## src/rtl/ppu_pkg.sv

```systemverilog
package ppu_pkg;

  // ======================================================================
  // Width types
  // ======================================================================

  // CPU bus
  typedef logic [15:0] addr_t;
  typedef logic [7:0]  byte_t;

  // Offset inside the 8 KiB VRAM window
  typedef logic [12:0] vram_addr_t;

  // Background index before BGP, shade after it
  typedef logic [1:0]  color_idx_t;

  // Dot in line, line number, screen column
  typedef logic [8:0]  dot_t;
  typedef logic [7:0]  line_t;
  typedef logic [7:0]  xpos_t;

  // STAT mode encoding as seen by the CPU
  typedef enum logic [1:0] {
    MODE_HBLANK   = 2'd0,
    MODE_VBLANK   = 2'd1,
    MODE_OAM_SCAN = 2'd2,
    MODE_TRANSFER = 2'd3
  } ppu_mode_t;

  // Background fetcher steps, one VRAM byte per step
  typedef enum logic [2:0] {
    FETCH_IDLE,
    FETCH_TILE,
    FETCH_LO,
    FETCH_HI,
    FETCH_PUSH
  } fetch_state_t;

  // ======================================================================
  // Screen and timing
  // ======================================================================
  localparam dot_t  DOTS_PER_LINE   = 9'd456;
  localparam line_t LINES_PER_FRAME = 8'd154;
  localparam xpos_t SCREEN_W        = 8'd160;
  localparam line_t SCREEN_H        = 8'd144;
  localparam dot_t  MODE2_LEN       = 9'd80;
  localparam dot_t  MODE3_LEN       = 9'd172;

  // ======================================================================
  // Address map
  // ======================================================================
  localparam addr_t VRAM_START = 16'h8000;
  localparam addr_t VRAM_END   = 16'h9FFF;
  localparam addr_t LCDC       = 16'hFF40;
  localparam addr_t STAT       = 16'hFF41;
  localparam addr_t SCY        = 16'hFF42;
  localparam addr_t SCX        = 16'hFF43;
  localparam addr_t LY         = 16'hFF44;
  localparam addr_t LYC        = 16'hFF45;
  localparam addr_t BGP        = 16'hFF47;

  // Pixel queue slots, two tiles worth
  localparam int FIFO_DEPTH = 16;

endpackage

```

## src/rtl/pixel_if.sv

```systemverilog
`timescale 1ns/1ps

// Pixel stream from the queue to the palette stage
interface pixel_if import ppu_pkg::*; ();

  logic       valid;
  logic       ready;
  color_idx_t color;
  // Flush of queue and x counter, driven from line timing
  logic       line_start;

  modport producer (
    output valid, color,
    input  ready, line_start
  );

  modport consumer (
    input  valid, color, line_start,
    output ready
  );

endinterface

```

## src/rtl/pixel_fifo.sv

```systemverilog
`timescale 1ns/1ps

module pixel_fifo import ppu_pkg::*; (
  input  logic        clk,
  input  logic        reset,
  input  logic        push,
  input  logic [15:0] push_data,
  output logic        fifo_space,
  input  byte_t       scx,
  pixel_if.producer   pix
);

  localparam int PTR_W = $clog2(FIFO_DEPTH);

  color_idx_t       mem [FIFO_DEPTH];
  logic [PTR_W-1:0] rd_ptr;
  logic [PTR_W-1:0] wr_ptr;
  logic [PTR_W:0]   count;
  logic [2:0]       drop_cnt;
  logic             dropping;
  logic             pop;

  // Fine scroll pixels leave without showing on the stream
  assign dropping   = (count != '0) && (drop_cnt != '0);
  assign pix.valid  = (count != '0) && (drop_cnt == '0);
  assign pix.color  = mem[rd_ptr];
  assign pop        = dropping || (pix.valid && pix.ready);
  // Room for a whole tile row
  assign fifo_space = (count <= FIFO_DEPTH - 8);

  // Eight slots per push
  always_ff @(posedge clk) begin
    if (push) begin
      for (int i = 0; i < 8; i++) begin
        mem[wr_ptr + PTR_W'(i)] <= push_data[2*i +: 2];
      end
    end
  end

  always_ff @(posedge clk or posedge reset) begin
    if (reset) begin
      rd_ptr   <= '0;
      wr_ptr   <= '0;
      count    <= '0;
      drop_cnt <= '0;
    end else if (pix.line_start) begin
      rd_ptr   <= '0;
      wr_ptr   <= '0;
      count    <= '0;
      drop_cnt <= scx[2:0];
    end else begin
      if (push) wr_ptr <= wr_ptr + PTR_W'(8);
      if (pop) rd_ptr <= rd_ptr + PTR_W'(1);
      if (dropping) drop_cnt <= drop_cnt - 3'd1;
      count <= count + (push ? (PTR_W+1)'(8) : '0) - (PTR_W+1)'(pop);
    end
  end

  // Fetcher honours the space flag
  a_push_space: assert property (@(posedge clk) disable iff (reset) push |-> fifo_space);
  a_no_overflow: assert property (@(posedge clk) disable iff (reset) count <= FIFO_DEPTH);

endmodule

```

## src/flat_wrapper.sv

```systemverilog
// flat-port wrapper written by rule: the top's interface ports become plain ports
module pixel_fifo_flat import ppu_pkg::*;
  (clk, reset, push, push_data, fifo_space, scx, pix_valid, pix_color, pix_ready, pix_line_start);
  pixel_if pix_i ();
  input  logic clk;
  input  logic reset;
  input  logic push;
  input  logic [15:0] push_data;
  output logic fifo_space;
  input  byte_t scx;
  output wire logic [$bits(pix_i.valid)-1:0] pix_valid;
  output wire logic [$bits(pix_i.color)-1:0] pix_color;
  input wire logic [$bits(pix_i.ready)-1:0] pix_ready;
  input wire logic [$bits(pix_i.line_start)-1:0] pix_line_start;
  assign pix_valid = pix_i.valid;
  assign pix_color = pix_i.color;
  assign pix_i.ready = pix_ready;
  assign pix_i.line_start = pix_line_start;
  pixel_fifo u_core (.clk(clk), .reset(reset), .push(push), .push_data(push_data), .fifo_space(fifo_space), .scx(scx), .pix(pix_i));
endmodule
```

## config.mk

```make
export PLATFORM = sky130hd
export DESIGN_NAME = pixel_fifo_flat
export DESIGN_NICKNAME = d
export VERILOG_FILES = /design/src/rtl/ppu_pkg.sv /design/src/rtl/pixel_if.sv /design/src/rtl/pixel_fifo.sv /design/src/flat_wrapper.sv
export SDC_FILE = /design/constraint.sdc
export NUM_CORES = 1
export LEC_CHECK = 0
export ABC_AREA = 1
export BUFFER_PORTS_ARGS = -buffer_cell sky130_fd_sc_hd__buf_2
export CORE_ASPECT_RATIO = 1.75
export CORE_UTILIZATION = 54
export CTS_BUF_LIST = sky130_fd_sc_hd__clkbuf_8
export DETAILED_ROUTE_END_ITERATION = 8
export PLACE_DENSITY = 0.83
export SLEW_MARGIN = 20
export SYNTH_ARGS = -nofsm -noshare
export SYNTH_HDL_FRONTEND = slang
export SYNTH_SLANG_ARGS = --single-unit
export TNS_END_PERCENT = 20
```

## constraint.sdc

```tcl
create_clock -name clk -period 2.1 [get_ports clk]
set_input_delay 0 -clock clk [delete_from_list [all_inputs] [get_ports clk]]
set_output_delay 0 -clock clk [all_outputs]
set_load 0.03 [all_outputs]
```

# Yosys cells after proc, flatten, opt, wreduce, memory -nomap -nowiden
# Memories as Yosys holds them, arrays and structs flattened.
# Index checks and enable logic that the tools add are counted.
# W data, S select, Z words.
# word_totals
ff_bits,16
ram_bits,32
inputBits,29
output_inout_bits,4
word_cells,38
mem_count,1
# classes
n_addsub,12
magnitude_cmp,1
muxes,10
n_reduce_logical,10
# mem_list
name,depth,word_bits,read_ports,rd_clocked_by_memory_dff,wr,line_no,source
u_core.mem,16,2,1,0,8,pixel_fifo.sv:15,color_idx_t mem [FIFO_DEPTH];
# op_table
operator,count
$mux W4,5
$add A4 B3 Y4 const B,4
$add A4 B1 Y4 const B,2
$add A4 B2 Y4 const B,2
$mux W3,2
$reduce_bool A2 Y1,3
$add A5 B5 Y5,1
$le A5 B4 Y1 const B,1
$mux W5,1
$reduce_bool A5 Y1,1
$sub A5 B1 Y5,1
$add A4 B4 Y4 const B,1
$logic_and A1 B1 Y1,3
$logic_not A3 Y1,1
$reduce_bool A3 Y1,1
$sub A3 B1 Y3 const B,1
$mux W1,2
$logic_or A1 B1 Y1,1

# Longest topological paths before layout
# Gate-level depths: netlist of run 1.
# logic_depth
ltp_word,6
mapped_depth,14
depth_no_buf,14

# Least setup slack after synthesis of run 1
# No wires, ideal clock.
# synth_path
path_kind,flip-flop to flip-flop
start,register u_core.drop_cnt[0]
end,register u_core.count[2]
setup_ps,120
arrival_ps,1875
required_time_ps,1980
path_slack_ps,104
stages_incl_launch_ff,13
n_path_buf,0
synth_period_minus_slack_ps,1996
path_cell_list,dfrtp_1 -> inv_1 -> ha_1 -> nand2_1 -> or2_1 -> nand2_2 -> inv_2 -> ha_1 -> inv_1 -> ha_1 -> fa_1 -> inv_1 -> nor2_1
# synth_via
elab_chain_cells,6
elab_cells_between_ends,8
classes_between,1 x add/sub; 1 x mux; 6 x reduce/logical
# synth_rtl
item,line_no,source
start: declaration,pixel_fifo.sv:19,logic [2:0] drop_cnt;
start signal: assignment,pixel_fifo.sv:50,drop_cnt <= scx[2:0];
start signal: assignment,pixel_fifo.sv:54,if (dropping) drop_cnt <= drop_cnt - 3'd1;
$logic_not A3 Y1,pixel_fifo.sv:25,assign pix.valid = (count != '0) && (drop_cnt == '0);
$logic_and A1 B1 Y1,pixel_fifo.sv:25,
$logic_and A1 B1 Y1,pixel_fifo.sv:27,assign pop = dropping || (pix.valid && pix.ready);
$logic_or A1 B1 Y1 *,pixel_fifo.sv:27,
$sub A5 B1 Y5 *,pixel_fifo.sv:55,count <= count + (push ? (PTR_W+1)'(8) : '0) - (PTR_W+1)'(pop);
$mux W5 *,pixel_fifo.sv:46,end else if (pix.line_start) begin
end signal: assignment,pixel_fifo.sv:55,
end: declaration,pixel_fifo.sv:18,logic [PTR_W:0] count;
# Mark *: on every way between the ends. The rest lies on a longest branch, timed or not.
# A chain may end at the register's enable or synchronous reset.

# Worst setup path after layout of run 1
# Same ends and word-level chain as after synthesis.

==> flow_summary.html, run 1 <==
<table>
<tr><th>Metric</th><th>Value</th></tr>
<tr><th colspan="2">Status</th></tr>
<tr><td>Run status</td><td>complete, no violations</td></tr>
<tr><th colspan="2">Power</th></tr>
<tr><td>Power density relative to cell area</td><td>1134 nW/µm²</td></tr>
<tr><td>VDD IR max</td><td>0.0008602 V</td></tr>
<tr><td>Leakage component of the power</td><td>1.466 nW</td></tr>
<tr><th colspan="2">Die</th></tr>
<tr><td>Die Area</td><td>5031 µm²</td></tr>
<tr><td>Die span in x</td><td>54.05 µm</td></tr>
<tr><td>Chip Height</td><td>93.08 µm</td></tr>
<tr><td>Starting density of the core</td><td>0.5709</td></tr>
<tr><td>Top-level port count</td><td>33</td></tr>
<tr><td>Placeable Area</td><td>4484 µm²</td></tr>
<tr><td># rows</td><td>32</td></tr>
<tr><th colspan="2">Timing</th></tr>
<tr><td>Clock Skew</td><td>just over 0.007 ns</td></tr>
<tr><td>Final Cycle Share</td><td>0.9639</td></tr>
<tr><td>Shortest period the worst path allows</td><td>between 2 and 2.5 ns</td></tr>
<tr><td>Worst hold margin</td><td>0.01138 ns</td></tr>
<tr><td>Final max-slew violation count</td><td>0</td></tr>
<tr><td>Worst-margin pin slew</td><td>approximately 0.5 ns</td></tr>
<tr><td>Fmax achieved</td><td>a little under 0.5 GHz</td></tr>
<tr><td>Final-report setup violation count</td><td>0</td></tr>
<tr><td>Final hold viol count</td><td>0</td></tr>
<tr><td>Slew Limit Headroom</td><td>0.6575</td></tr>
<tr><td>Final setup margin</td><td>0.07572 ns</td></tr>
<tr><th colspan="2">Routing</th></tr>
<tr><td>Detailed Route Iter0 Violations</td><td>35</td></tr>
<tr><td>Sum of routed wire length over all layers</td><td>5116 µm</td></tr>
<tr><td>Routed Antenna Nets</td><td>0</td></tr>
<tr><td>First-pass detailed-route iteration total</td><td>5</td></tr>
<tr><td>Via total after detailed routing</td><td>1966</td></tr>
<tr><td>Vias per cell</td><td>5.201</td></tr>
<tr><td>Wire per inst</td><td>approximately 14 µm</td></tr>
<tr><td>DR DRC count</td><td>0</td></tr>
<tr><th colspan="2">Yosys</th></tr>
<tr><td>Number of nets produced by synthesis</td><td>between 300 and 400</td></tr>
<tr><td>Post-Syn Instances</td><td>~290</td></tr>
<tr><td>Area share of the leading cell type in the synthesized netlist</td><td>0.3754</td></tr>
<tr><td>Biggest area consumer among synthesized cells</td><td>sky130_fd_sc_hd__edfxtp_1</td></tr>
<tr><td>Main combinational cell family by area after synthesis</td><td>simple AND/OR/NAND/NOR gates</td></tr>
<tr><td>Share of synthesized registers carrying an async set or reset</td><td>0.2889</td></tr>
<tr><td>Synth cell types</td><td>29</td></tr>
<tr><td>Most common flop cell mapped by yosys</td><td>sky130_fd_sc_hd__edfxtp_1</td></tr>
<tr><td>Most numerous cell types in the synthesized netlist</td><td>61 x sky130_fd_sc_hd__inv_1, 58 x sky130_fd_sc_hd__nand2_1, 38 x sky130_fd_sc_hd__nand3_1</td></tr>
<tr><td>Total number of yosys warnings</td><td>0</td></tr>
<tr><td>Mean post-synth cell area</td><td>8.707 µm²</td></tr>
<tr><td>Count of state elements after synthesis</td><td>45</td></tr>
<tr><td>Number of enable flip-flop cells after synthesis</td><td>32</td></tr>
<tr><td>Sequential fraction of the synthesis area</td><td>0.5024</td></tr>
<tr><td>Largest cells by area after synthesis</td><td>sky130_fd_sc_hd__edfxtp_1 38%, sky130_fd_sc_hd__dfrtp_1 13%, sky130_fd_sc_hd__inv_1 8.9%, sky130_fd_sc_hd__nand2_1 8.5%, sky130_fd_sc_hd__nand3_1 7.4%</td></tr>
<tr><td>Area fraction in and, or, nand and nor cells after synthesis</td><td>0.2146</td></tr>
<tr><td>Multiplexer fraction of the synthesized cell area</td><td>0</td></tr>
<tr><td>Area fraction in compound gates after synthesis</td><td>0.08504</td></tr>
<tr><td>Cell area after technology mapping</td><td>2560 µm²</td></tr>
<tr><td>Fraction of synthesized cell area in xor and xnor cells</td><td>0.01369</td></tr>
<tr><td>Arithmetic-cell share of the synthesized area counting full adders, half adders and majority gates</td><td>0.04692</td></tr>
<tr><td>Dominant cell by count in the synthesized netlist</td><td>sky130_fd_sc_hd__inv_1</td></tr>
<tr><th colspan="2">Clock network</th></tr>
<tr><td>Clk buf depth</td><td>2</td></tr>
<tr><td>Clock tree from TritonCTS</td><td>built</td></tr>
<tr><td>H-tree depth</td><td>2</td></tr>
<tr><td>Clock buffer count from CTS</td><td>5</td></tr>
<tr><td>Clock transition at path regs</td><td>0.08 ns</td></tr>
<tr><td>Clock insertion delay at the later pin of the skew report</td><td>roughly 0.3 ns</td></tr>
<tr><td>Clock tree root buffer cell</td><td>sky130_fd_sc_hd__clkbuf_8</td></tr>
<tr><td>Sinks on the clock net</td><td>45</td></tr>
<tr><th colspan="2">Worst setup path</th></tr>
<tr><td>Biggest fanout along the worst timing path</td><td>2</td></tr>
<tr><td>Worst setup SP type</td><td>register</td></tr>
<tr><td>Endpoint required time on the critical path</td><td>2.29 ns</td></tr>
<tr><td>Worst Setup End Kind</td><td>register</td></tr>
<tr><td>Worst Path Arrival</td><td>2.21 ns</td></tr>
<tr><td>Path type of the worst setup path</td><td>reg -&gt; reg</td></tr>
<tr><th colspan="2">Global route</th></tr>
<tr><td>First-pass GRT wire length</td><td>roughly 8300 µm</td></tr>
<tr><td>Pin count of the biggest net entering global routing</td><td>18</td></tr>
<tr><td>Initial antenna violation count</td><td>0</td></tr>
<tr><td>Number of global-route vias before repair</td><td>1974</td></tr>
<tr><td>Final global-route overflow total</td><td>0</td></tr>
<tr><td>Total routing usage reported by global routing</td><td>0.2316</td></tr>
<tr><th colspan="2">Cells and area</th></tr>
<tr><td># nets final</td><td>364</td></tr>
<tr><td>Ant. Diodes</td><td>0</td></tr>
<tr><td>Fillcell total</td><td>361</td></tr>
<tr><td>Ratio of cells with drive above 1 in the final layout</td><td>0.2263</td></tr>
<tr><td>Area added between synthesis and finish</td><td>13.44%</td></tr>
<tr><th colspan="2">Placement</th></tr>
<tr><td>Gp weighted congestion</td><td>0.8366</td></tr>
<tr><td>Dpl hpwl</td><td>~3800 µm</td></tr>
<tr><td>I/O Buffers</td><td>27</td></tr>
<tr><td>Worst-case setup slack after placement</td><td>0.01936 ns</td></tr>
<tr><th colspan="2">Min path</th></tr>
<tr><td>Class of the tightest hold or removal check</td><td>in -&gt; reg</td></tr>
<tr><th colspan="2">Job</th></tr>
<tr><td>Number of maximum-capacitance violations</td><td>0</td></tr>
</table>
-- critical path: stages (launching register included) --
cell and delay, ns:
sky130_fd_sc_hd__dfrtp_1 0.41, sky130_fd_sc_hd__inv_2 0.09, sky130_fd_sc_hd__ha_4 0.13, sky130_fd_sc_hd__nand2_2 0.05, sky130_fd_sc_hd__or2_1 0.23, sky130_fd_sc_hd__nand2_2 0.07
sky130_fd_sc_hd__inv_2 0.04, sky130_fd_sc_hd__ha_2 0.16, sky130_fd_sc_hd__inv_2 0.07, sky130_fd_sc_hd__ha_4 0.14, sky130_fd_sc_hd__fa_1 0.41, sky130_fd_sc_hd__inv_1 0.07
sky130_fd_sc_hd__nor2_1 0.04
-- report_power, final --
part	internal, W	leakage [nW]	switching [W]
Clock	0.000352	0.0595	0.000294
Sequential	0.00110	0.469	0.000153
Combinational	0.000560	0.938	0.000839
-- through the flow --
stage	util	setup TNS [ns]	power, W	cells	cell area (µm²)
after floorplan	-	0	0.002229	294	2560
after global placement	0.6021	0	0.002479	363	2700
after detailed placement	0.6021	0	0.002532	363	2700
after CTS	0.6381	0	0.003189	376	2861
after global routing	0.6476	-0.01084	0.003543	378	2904
final	0.6476	0	0.003294	378	2904
-- registers in the layout (all words and copies together) (netlist names) --
signal and flops:
u_core.mem 32, u_core.drop_cnt 3, u_core.wr_ptr 1, u_core.rd_ptr 4
u_core.count 5
-- metal layers --
layer / vias up / track usage / part of all wire
met5: - / 0 / 0
met2: 49 / 0.4424 / 0.58
met3: 15 / 0.04878 / 0.034
met1: 913 / 0.2143 / 0.36
li1: 989 / - / -
met4: 0 / 0.1068 / 0.029
-- path summary, 6_finish.rpt --
check,from,end,cells after the start,slack (ns)
min in group asynchronous,reset,u_core.drop_cnt[2],3,0.29
worst max register to register,u_core.drop_cnt[0],u_core.count[2],12,0.08
worst min-delay path,push,u_core.wr_ptr[3],3,0.01
worst max-delay path,u_core.drop_cnt[0],u_core.count[2],12,0.08
max in group asynchronous,reset,u_core.rd_ptr[2],3,1.48
worst min register to register,u_core.drop_cnt[2],u_core.drop_cnt[2],2,0.60
-- cell families (layout without fill, tap and decap cells) --
logic type | count (synthesis) | after routing
buf+inv | 80 | 113
simple gates | 120 | 120
flops | 45 | 45
compound gates | 36 | 36
xor+xnor | 4 | 4
fa+ha+maj | 9 | 9
-- cell type report --
cell class	instances	area (µm²)	share of cell area
clock buffer	5	68.82	0.02370
clock inverter	3	42.54	0.01465
inverter	66	255.2	0.08789
multi-input combinational	169	952.2	0.3279
sequential	45	1286	0.4429
tap	51	63.81	0.02197
timing repair buffer	39	235.2	0.08100
-- what timing repair did --
action / 4_1_cts / 5_1_grt
endpoints found under the hold margin: 20 / 0
hold buffers: 4 / 0
cloned: 0 / 0
setup buffers: 1 / 2
resized for setup: 1 / 8
setup endpoints to repair: 1 / 3
pin swaps: 0 / 5
-- cell usage in the layout, fill, tap and decap left out, types with 7 or more instances in the layout --
cell type,instances
sky130_fd_sc_hd__o21ai_2,10
sky130_fd_sc_hd__nor2_1,11
sky130_fd_sc_hd__buf_4,8
sky130_fd_sc_hd__o21ai_0,17
sky130_fd_sc_hd__edfxtp_1,32
sky130_fd_sc_hd__nand3_1,38
sky130_fd_sc_hd__dfrtp_1,13
sky130_fd_sc_hd__buf_2,27
sky130_fd_sc_hd__inv_1,59
sky130_fd_sc_hd__nand2_1,57
sky130_fd_sc_hd__nand2_2,7
No activity file was read; power rests on OpenSTA's default activity.
==> run 2: changes to the inputs <==
--- a/config.mk
+++ b/config.mk
@@ -8,10 +8,11 @@
 export ABC_AREA = 1
 export BUFFER_PORTS_ARGS = -buffer_cell sky130_fd_sc_hd__buf_2
 export CORE_ASPECT_RATIO = 1.75
-export CORE_UTILIZATION = 54
+export CORE_MARGIN = 1.5
+export CORE_UTILIZATION = 64
 export CTS_BUF_LIST = sky130_fd_sc_hd__clkbuf_8
 export DETAILED_ROUTE_END_ITERATION = 8
-export PLACE_DENSITY = 0.83
+export PLACE_DENSITY = 0.92
 export SLEW_MARGIN = 20
 export SYNTH_ARGS = -nofsm -noshare
 export SYNTH_HDL_FRONTEND = slang
==> constraint.sdc (replaced) <==
create_clock -name clk -period 2.4 [get_ports clk]
set_input_delay 0 -clock clk [delete_from_list [all_inputs] [get_ports clk]]
set_output_delay 0 -clock clk [all_outputs]
set_load 0.03 [all_outputs]
==> run 2 against run 1 <==
- setup slack better by 0.14 ns
- non-clock buffer count is 7 lower
- via count is 2.3% lower
- largest cell class unchanged
- clock-buffer cell count stayed put
- global-route usage is 2.9 points higher
- first-iteration DRC count is 150% higher
- die area is 12% lower
- cell count is 2.6% lower
- largest power group is now sequential cells
- critical path depth stayed put
- clock skew is 0.00082 ns lower
- sequential power is 13% lower
- clock power is 28% lower
==> flow_summary.html, run 2 (synthesized netlist as in run 1, its figures left out) <==
<table>
<tr><th>Metric</th><th>Value</th></tr>
<tr><th colspan="2">Status</th></tr>
<tr><td>Run status</td><td>complete, no violations</td></tr>
<tr><th colspan="2">Routing</th></tr>
<tr><td>Routed Antenna Nets</td><td>0 (unchanged)</td></tr>
<tr><td>DR DRC count</td><td>0 (unchanged)</td></tr>
<tr><td>Via total after detailed routing</td><td>1920 (-2.3%)</td></tr>
<tr><td>Vias per cell</td><td>5.217 (+0.31%)</td></tr>
<tr><td>Detailed Route Iter0 Violations</td><td>86 (+150%)</td></tr>
<tr><td>Sum of routed wire length over all layers</td><td>4965 µm (-3.0%)</td></tr>
<tr><td>First-pass detailed-route iteration total</td><td>5 (unchanged)</td></tr>
<tr><td>Wire per inst</td><td>13.49 µm (-0.31%)</td></tr>
<tr><th colspan="2">Timing</th></tr>
<tr><td>Final-report setup violation count</td><td>0 (unchanged)</td></tr>
<tr><td>Clock Skew</td><td>0.006446 ns (-0.0008187 ns)</td></tr>
<tr><td>Shortest period the worst path allows</td><td>2.187 ns (+0.1624 ns)</td></tr>
<tr><td>Setup TNS</td><td>0 ns (unchanged)</td></tr>
<tr><td>Final max-slew violation count</td><td>0 (unchanged)</td></tr>
<tr><td>Final hold viol count</td><td>0 (unchanged)</td></tr>
<tr><td>Final setup margin</td><td>0.2133 ns (+0.1376 ns)</td></tr>
<tr><td>Worst-margin pin slew</td><td>0.6104 ns (+0.09658 ns)</td></tr>
<tr><td>Fmax achieved</td><td>0.4573 GHz (-7.4%)</td></tr>
<tr><td>Setup repair after global routing missed its margin</td><td>no</td></tr>
<tr><td>Slew Limit Headroom</td><td>0.5931 (-0.06439)</td></tr>
<tr><td>Final Cycle Share</td><td>0.9111 (-0.05282)</td></tr>
<tr><th colspan="2">Placement</th></tr>
<tr><td>I/O Buffers</td><td>27 (unchanged)</td></tr>
<tr><td>Gp weighted congestion</td><td>0.7917 (-5.4%)</td></tr>
<tr><td>Total instance count after detailed placement</td><td>356 (-1.9%)</td></tr>
<tr><td>Worst-case setup slack after placement</td><td>0.2301 ns (+0.2107 ns)</td></tr>
<tr><td>Dpl hpwl</td><td>3806 µm (+0.72%)</td></tr>
<tr><td>Area post-placement</td><td>2666 µm² (-1.3%)</td></tr>
<tr><th colspan="2">Min path</th></tr>
<tr><td>Worst hold stages</td><td>5 (+2)</td></tr>
<tr><td>Hold endpoint</td><td>u_core.drop_cnt[2]</td></tr>
<tr><td>Class of the tightest hold or removal check</td><td>in -&gt; reg</td></tr>
<tr><td>Worst Hold Launch</td><td>scx[2]</td></tr>
<tr><th colspan="2">Worst setup path</th></tr>
<tr><td>Worst Path Arrival</td><td>2.38 ns (+0.17 ns)</td></tr>
<tr><td>CP dominant cell by count</td><td>sky130_fd_sc_hd__ha_1</td></tr>
<tr><td>Largest stage delay, worst path</td><td>0.39 ns (-0.02 ns)</td></tr>
<tr><td>Startpoint of the lowest-slack register-to-register path</td><td>u_core.drop_cnt[0]</td></tr>
<tr><td>Cells along the critical path</td><td>inv_1, ha_1, nand2_1, or2_1, nand2_2, inv_2, ha_1, inv_1, ha_1, fa_1, o21ai_0, a21oi_1</td></tr>
<tr><td>Destination of the worst register-to-register timing path</td><td>u_core.count[3]</td></tr>
<tr><td>Worst Setup End Kind</td><td>register</td></tr>
<tr><td>Endpoint required time on the critical path</td><td>2.59 ns (+0.30 ns)</td></tr>
<tr><td>Path type of the worst setup path</td><td>reg -&gt; reg</td></tr>
<tr><td>Cell count of the worst reg-to-reg path</td><td>12 (unchanged)</td></tr>
<tr><td>Worst setup SP type</td><td>register</td></tr>
<tr><td>Biggest fanout along the worst timing path</td><td>5 (+3)</td></tr>
<tr><td>Critical-path cell with the highest stage delay</td><td>sky130_fd_sc_hd__fa_1</td></tr>
<tr><td>Worst reg-to-reg setup slack</td><td>0.21 ns (+0.14 ns)</td></tr>
<tr><th colspan="2">Global route</th></tr>
<tr><td>Number of global-route vias before repair</td><td>1922 (-2.6%)</td></tr>
<tr><td>Total routing usage reported by global routing</td><td>0.2606 (+0.02905)</td></tr>
<tr><td>Final global-route overflow total</td><td>0 (unchanged)</td></tr>
<tr><td>Initial antenna violation count</td><td>0 (unchanged)</td></tr>
<tr><td>Pin count of the biggest net entering global routing</td><td>22 (+4)</td></tr>
<tr><td>First-pass GRT wire length</td><td>8390 µm (+0.49%)</td></tr>
<tr><th colspan="2">Clock network</th></tr>
<tr><td>Gates resized, CTS repair</td><td>0 (-1)</td></tr>
<tr><td>Clock buffer count from CTS</td><td>5 (unchanged)</td></tr>
<tr><td>Clk buf depth</td><td>2 (unchanged)</td></tr>
<tr><td>Cts-stage hold buffer count</td><td>4 (unchanged)</td></tr>
<tr><td>Sinks on the clock net</td><td>45 (unchanged)</td></tr>
<tr><td>Clock insertion delay at the later pin of the skew report</td><td>0.31 ns (about the same)</td></tr>
<tr><td>Post-CTS setup buffer count</td><td>0 (-1)</td></tr>
<tr><td>H-tree depth</td><td>2 (unchanged)</td></tr>
<tr><td>Clock tree from TritonCTS</td><td>built</td></tr>
<tr><td>Clock tree root buffer cell</td><td>sky130_fd_sc_hd__clkbuf_8</td></tr>
<tr><td>Clock transition at path regs</td><td>0.08 ns (about the same)</td></tr>
<tr><th colspan="2">Cells and area</th></tr>
<tr><td>Register bank with the most flops</td><td>u_core.mem</td></tr>
<tr><td>Post-route cell area</td><td>2794 µm² (-3.8%)</td></tr>
<tr><td>Fillcell total</td><td>310 (-14%)</td></tr>
<tr><td>Util after Layout</td><td>0.7227 (+0.07505)</td></tr>
<tr><td>Most common cell after layout, fill and taps aside</td><td>sky130_fd_sc_hd__inv_1</td></tr>
<tr><td>Highest-count cells in the layout ignoring fill and taps</td><td>62 x sky130_fd_sc_hd__inv_1, 58 x sky130_fd_sc_hd__nand2_1, 38 x sky130_fd_sc_hd__nand3_1</td></tr>
<tr><td>Area added between synthesis and finish</td><td>9.140%</td></tr>
<tr><td>Biggest regs</td><td>u_core.mem (32), u_core.count (5), u_core.rd_ptr (4)</td></tr>
<tr><td>Number of flip-flops under the largest register name</td><td>32 (unchanged)</td></tr>
<tr><td>Area used by sequential logic in the layout</td><td>1286 µm² (unchanged)</td></tr>
<tr><td>Ratio of cells with drive above 1 in the final layout</td><td>0.1875 (-0.03880)</td></tr>
<tr><td>Non-filler cells, final</td><td>368 (-2.6%)</td></tr>
<tr><td>Ant. Diodes</td><td>0 (unchanged)</td></tr>
<tr><td># nets final</td><td>357 (-1.9%)</td></tr>
<tr><td>Total area of multi-input combinational cells</td><td>922.1 µm² (-3.2%)</td></tr>
<tr><th colspan="2">Die</th></tr>
<tr><td># rows</td><td>30 (-6.3%)</td></tr>
<tr><td>Placeable Area</td><td>3866 µm² (-14%)</td></tr>
<tr><td>Top-level port count</td><td>33 (unchanged)</td></tr>
<tr><td>Die span in x</td><td>50.81 µm (-6.0%)</td></tr>
<tr><td>Chip Height</td><td>86.67 µm (-6.9%)</td></tr>
<tr><td>Die Area</td><td>4403 µm² (-12%)</td></tr>
<tr><td>Starting density of the core</td><td>0.6621 (+0.09127)</td></tr>
<tr><th colspan="2">Power</th></tr>
<tr><td>Power density relative to cell area</td><td>940.7 nW/µm² (-17%)</td></tr>
<tr><td>Leakage component of the power</td><td>1.418 nW (-3.3%)</td></tr>
<tr><td>VDD IR max</td><td>0.0006010 V (-30%)</td></tr>
<tr><th colspan="2">Job</th></tr>
<tr><td>Number of maximum-capacitance violations</td><td>0 (unchanged)</td></tr>
</table>
-- run 2: cell count changes in the layout (fill, tap and decap cells not counted) --
cell	before	now
sky130_fd_sc_hd__ha_4	2	0
sky130_fd_sc_hd__buf_4	8	1
sky130_fd_sc_hd__clkinvlp_4	0	2
sky130_fd_sc_hd__clkinv_4	1	0
sky130_fd_sc_hd__inv_2	6	3
sky130_fd_sc_hd__ha_2	1	0
sky130_fd_sc_hd__bufinv_16	1	0
sky130_fd_sc_hd__inv_1	59	62
sky130_fd_sc_hd__nand2_2	7	6
sky130_fd_sc_hd__ha_1	5	8
sky130_fd_sc_hd__nand2_1	57	58
-- run 2: per-layer routing --
metal	GRT usage	routed length (µm)
met5	0	0
met4	0.1327	177
met3	0.05000	147
met2	0.4892	2770
met1	0.2648	1869
-- run 2: metrics by stage --
step	power, W	hold slack (ns)
final	0.002628	0.009071
after global routing	0.002833	0.04363
after CTS	0.002634	0.01437
after detailed placement	0.002174	0.05009
after global placement	0.002111	0.03857
after floorplan	0.001950	-0.1230
-- run 2: critical path, delay by kind of cell (launching register included) --
kind | cells | cell delay (ns)
fa+ha+maj | 4 | 0.94
buf+inv | 3 | 0.22
flops | 1 | 0.37
compound gates | 2 | 0.24
simple gates | 3 | 0.30
-- run 2: how the worst max path moves through the flow --
stage | from | to | cells past startpoint
2_1_floorplan | u_core.drop_cnt[0] | u_core.count[2] | 12
3_3_place_gp | u_core.drop_cnt[0] | u_core.count[2] | 12
3_5_place_dp | u_core.drop_cnt[0] | u_core.count[3] | 12
4_1_cts | u_core.drop_cnt[0] | u_core.count[3] | 12
5_1_grt | u_core.drop_cnt[0] | u_core.count[3] | 12
6_report | u_core.drop_cnt[0] | u_core.count[3] | 12
-- run 2: power by group --
| part | leakage [nW] | total (W) | switching, W | internal, W |
|---|---|---|---|---|
| clock | 0.0416 | 0.000466 | 0.000265 | 0.000201 |
| sequential | 0.469 | 0.00109 | 0.000136 | 0.000958 |
| combinational | 0.907 | 0.00107 | 0.000681 | 0.000388 |
-- run 2: cell type report --
class | instances | area share
Sequential cell | 45 | 0.4604
Multi-Input combinational cell | 169 | 0.3300
Tap cell | 48 | 0.02150
Clock buffer | 5 | 0.02463
Inverter | 66 | 0.09136
Timing Repair Buffer | 32 | 0.06538
Clock inverter | 3 | 0.006717
==> run 3: changes to the inputs <==
--- a/config.mk
+++ b/config.mk
@@ -7,7 +7,6 @@
 export LEC_CHECK = 0
 export ABC_AREA = 1
 export BUFFER_PORTS_ARGS = -buffer_cell sky130_fd_sc_hd__buf_2
-export CORE_ASPECT_RATIO = 1.75
 export CORE_MARGIN = 1.5
 export CORE_UTILIZATION = 64
 export CTS_BUF_LIST = sky130_fd_sc_hd__clkbuf_8
==> run 3 against run 2 <==
- routed wire length fell by 2.7%
- first-iteration DRC count decreased by 12%
- non-clock buffer count shrank 1
- sequential share of layout area shrank 0.18 points
- core utilization up 2.7 points
- die area fell by 0.34%
- via count grew 0.21%
- global-route usage decreased by 1.6 points
- clock skew up 0.0029 ns
- sequential cell count is the same
- combinational power about the same
- critical path type unchanged
- largest power group unchanged
==> flow_summary.html, run 3 (synthesized netlist as in run 1, its figures left out) <==
<table>
<tr><th>Metric</th><th>Value</th></tr>
<tr><th colspan="2">Status</th></tr>
<tr><td>Run status</td><td>complete, no violations</td></tr>
<tr><th colspan="2">Worst setup path</th></tr>
<tr><td>Endpoint required time on the critical path</td><td>2.58 ns (about the same)</td></tr>
<tr><td>Path type of the worst setup path</td><td>reg -&gt; reg</td></tr>
<tr><td>Worst Path Arrival</td><td>2.36 ns (-0.02 ns)</td></tr>
<tr><td>Largest stage delay, worst path</td><td>0.43 ns (+0.04 ns)</td></tr>
<tr><td>Biggest fanout along the worst timing path</td><td>5 (unchanged)</td></tr>
<tr><td>Worst Setup End Kind</td><td>register</td></tr>
<tr><td>Cells along the critical path</td><td>inv_1, ha_1, nand2_1, or2_1, nand2_2, inv_2, ha_1, inv_1, ha_1, fa_1, inv_1, nor2_1</td></tr>
<tr><td>Worst setup SP type</td><td>register</td></tr>
<tr><td>Critical-path cell with the highest stage delay</td><td>sky130_fd_sc_hd__fa_1</td></tr>
<tr><th colspan="2">Routing</th></tr>
<tr><td>Detailed Route Iter0 Violations</td><td>76 (-12%)</td></tr>
<tr><td>Vias per cell</td><td>5.243 (+0.48%)</td></tr>
<tr><td>DR DRC count</td><td>0 (unchanged)</td></tr>
<tr><td>Sum of routed wire length over all layers</td><td>4830 µm (-2.7%)</td></tr>
<tr><td>Via total after detailed routing</td><td>1924 (+0.21%)</td></tr>
<tr><td>Wire per inst</td><td>13.16 µm (-2.5%)</td></tr>
<tr><td>Routed Antenna Nets</td><td>0 (unchanged)</td></tr>
<tr><td>First-pass detailed-route iteration total</td><td>4 (-1)</td></tr>
<tr><th colspan="2">Clock network</th></tr>
<tr><td>Gates resized, CTS repair</td><td>0 (unchanged)</td></tr>
<tr><td>Clock tree from TritonCTS</td><td>built</td></tr>
<tr><td>H-tree depth</td><td>2 (unchanged)</td></tr>
<tr><td>Sinks on the clock net</td><td>45 (unchanged)</td></tr>
<tr><td>Clock transition at path regs</td><td>0.07 ns (about the same)</td></tr>
<tr><td>Clock tree root buffer cell</td><td>sky130_fd_sc_hd__clkbuf_8</td></tr>
<tr><td>Clock buffer count from CTS</td><td>5 (unchanged)</td></tr>
<tr><td>Clock insertion delay at the later pin of the skew report</td><td>0.30 ns (about the same)</td></tr>
<tr><td>Clk buf depth</td><td>2 (unchanged)</td></tr>
<tr><th colspan="2">Power</th></tr>
<tr><td>Share of total power consumed by net switching</td><td>0.3949 (-0.01659)</td></tr>
<tr><td>VDD IR max</td><td>0.0006735 V (+12%)</td></tr>
<tr><td>Switching pwr</td><td>0.001072 W (-0.88%)</td></tr>
<tr><td>Comb power frac</td><td>0.387 (-0.020)</td></tr>
<tr><td>Leakage component of the power</td><td>1.428 nW (+0.73%)</td></tr>
<tr><td>Share of total power in sequential cells</td><td>0.407 (-0.009)</td></tr>
<tr><td>Total power</td><td>0.002715 W (+3.3%)</td></tr>
<tr><td>Pint</td><td>0.001643 W (+6.2%)</td></tr>
<tr><td>Power density relative to cell area</td><td>967.7 nW/µm² (+2.9%)</td></tr>
<tr><td>Power share of the clock group</td><td>0.206 (+0.029)</td></tr>
<tr><th colspan="2">Global route</th></tr>
<tr><td>Initial antenna violation count</td><td>0 (unchanged)</td></tr>
<tr><td>First-pass GRT wire length</td><td>7755 µm (-7.6%)</td></tr>
<tr><td>Total routing usage reported by global routing</td><td>0.2445 (-0.01615)</td></tr>
<tr><td>Number of global-route vias before repair</td><td>1820 (-5.3%)</td></tr>
<tr><td>Final global-route overflow total</td><td>0 (unchanged)</td></tr>
<tr><td>Pin count of the biggest net entering global routing</td><td>22 (unchanged)</td></tr>
<tr><th colspan="2">Timing</th></tr>
<tr><td>Shortest period the worst path allows</td><td>2.179 ns (-0.007219 ns)</td></tr>
<tr><td>Clock Skew</td><td>0.009393 ns (+0.002946 ns)</td></tr>
<tr><td>Slew Limit Headroom</td><td>0.5154 (-0.07768)</td></tr>
<tr><td>Final hold viol count</td><td>0 (unchanged)</td></tr>
<tr><td>Worst hold margin</td><td>0.002115 ns (-0.006956 ns)</td></tr>
<tr><td>Final max-slew violation count</td><td>0 (unchanged)</td></tr>
<tr><td>Worst-margin pin slew</td><td>0.7269 ns (+0.1165 ns)</td></tr>
<tr><td>Final Cycle Share</td><td>0.9081 (-0.003008)</td></tr>
<tr><td>Setup TNS</td><td>0 ns (unchanged)</td></tr>
<tr><td>Fmax achieved</td><td>0.4588 GHz (+0.33%)</td></tr>
<tr><td>Final-report setup violation count</td><td>0 (unchanged)</td></tr>
<tr><td>Setup repair after global routing missed its margin</td><td>no</td></tr>
<tr><th colspan="2">Die</th></tr>
<tr><td>Die Area</td><td>4388 µm² (-0.34%)</td></tr>
<tr><td># rows</td><td>22 (-27%)</td></tr>
<tr><td>Top-level port count</td><td>33 (unchanged)</td></tr>
<tr><td>Placeable Area</td><td>3744 µm² (-3.2%)</td></tr>
<tr><td>Chip Height</td><td>66.25 µm (-24%)</td></tr>
<tr><td>Die span in x</td><td>66.25 µm (+30%)</td></tr>
<tr><td>Starting density of the core</td><td>0.6838 (+0.02169)</td></tr>
<tr><th colspan="2">Cells and area</th></tr>
<tr><td>Highest-count cells in the layout ignoring fill and taps</td><td>62 x sky130_fd_sc_hd__inv_1, 58 x sky130_fd_sc_hd__nand2_1, 38 x sky130_fd_sc_hd__nand3_1</td></tr>
<tr><td>Non-filler cells, final</td><td>367 (-0.27%)</td></tr>
<tr><td>Ratio of cells with drive above 1 in the final layout</td><td>0.1818 (-0.005682)</td></tr>
<tr><td>Fillcell total</td><td>263 (-15%)</td></tr>
<tr><td>Area added between synthesis and finish</td><td>9.580%</td></tr>
<tr><td>Register bank with the most flops</td><td>u_core.mem</td></tr>
<tr><td>Ant. Diodes</td><td>0 (unchanged)</td></tr>
<tr><td># nets final</td><td>356 (-0.28%)</td></tr>
<tr><td>Most common cell after layout, fill and taps aside</td><td>sky130_fd_sc_hd__inv_1</td></tr>
<tr><td>Total area of multi-input combinational cells</td><td>922.1 µm² (unchanged)</td></tr>
<tr><td>Biggest regs</td><td>u_core.mem (32), u_core.count (5), u_core.rd_ptr (4)</td></tr>
<tr><td>Util after Layout</td><td>0.7493 (+0.02668)</td></tr>
<tr><td>Area used by sequential logic in the layout</td><td>1286 µm² (unchanged)</td></tr>
<tr><td>Number of flip-flops under the largest register name</td><td>32 (unchanged)</td></tr>
<tr><th colspan="2">Job</th></tr>
<tr><td>Number of maximum-capacitance violations</td><td>0 (unchanged)</td></tr>
<tr><th colspan="2">Placement</th></tr>
<tr><td>Dpl hpwl</td><td>3559 µm (-6.5%)</td></tr>
<tr><td>I/O Buffers</td><td>27 (unchanged)</td></tr>
<tr><td>Gp weighted congestion</td><td>0.9067 (+15%)</td></tr>
<tr><td>Total instance count after detailed placement</td><td>355 (-0.28%)</td></tr>
<tr><th colspan="2">Min path</th></tr>
<tr><td>Class of the tightest hold or removal check</td><td>in -&gt; reg</td></tr>
</table>
## run 3: worst paths after layout
path / from / endpoint / slack, ns / cells after the start
worst min register to register: u_core.drop_cnt[1] / u_core.drop_cnt[1] / 0.54 / 2
worst min-delay path: push / u_core.wr_ptr[3] / 0.002 / 3
worst max register to register: u_core.drop_cnt[0] / u_core.count[2] / 0.22 / 12
max in group asynchronous: reset / u_core.drop_cnt[0] / 1.81 / 3
worst max-delay path: u_core.drop_cnt[0] / u_core.count[2] / 0.22 / 12
min in group asynchronous: reset / u_core.rd_ptr[1] / 0.25 / 3
## run 3: final cells by class
class | instances | share of cell area
timing repair buffer | 31 | 0.06244
clock inverter | 3 | 0.01338
tap | 48 | 0.02141
clock buffer | 5 | 0.02453
sequential | 45 | 0.4585
inverter | 66 | 0.09099
multi-input combinational | 169 | 0.3287
## run 3: critical path, delay by kind of cell (launching register included)
kind,cells,cell delay (ns)
buffers and inverters,4,0.27
DFF,1,0.40
and+or+nand+nor,4,0.44
adders and majority gates,4,0.95
## run 3: layer usage
metal | global-route usage | up-vias | part of all wire
met5 | 0 | - | 0
met4 | 0.1173 | 0 | 0.022
met3 | 0.06814 | 13 | 0.054
met2 | 0.4200 | 57 | 0.50
met1 | 0.2795 | 879 | 0.43
li1 | - | 975 | -
## run 3: repair_timing
action	4_1_cts	5_1_grt
endpoints found under the hold margin	20	0
buffers inserted	0	0
hold buffers	4	0
## run 3: power groups by stage
stage	sequential, W	combinational (W)	clock [W]
global route	0.00112	0.00119	0.000584
detailed placement	0.00111	0.00104	0
global placement	0.00111	0.000980	0
CTS	0.00110	0.00105	0.000558
finish	0.00110	0.00105	0.000558
floorplan	0.00103	0.000919	0
## run 3: per-stage QoR
step	setup slack [ns]	cell area, µm²
2_1_floorplan	0.4044	2560
3_3_place_gp	0.3157	2659
3_5_place_dp	0.2233	2659
4_1_cts	0.2149	2805
5_1_grt	0.09522	2805
6_report	0.2205	2805
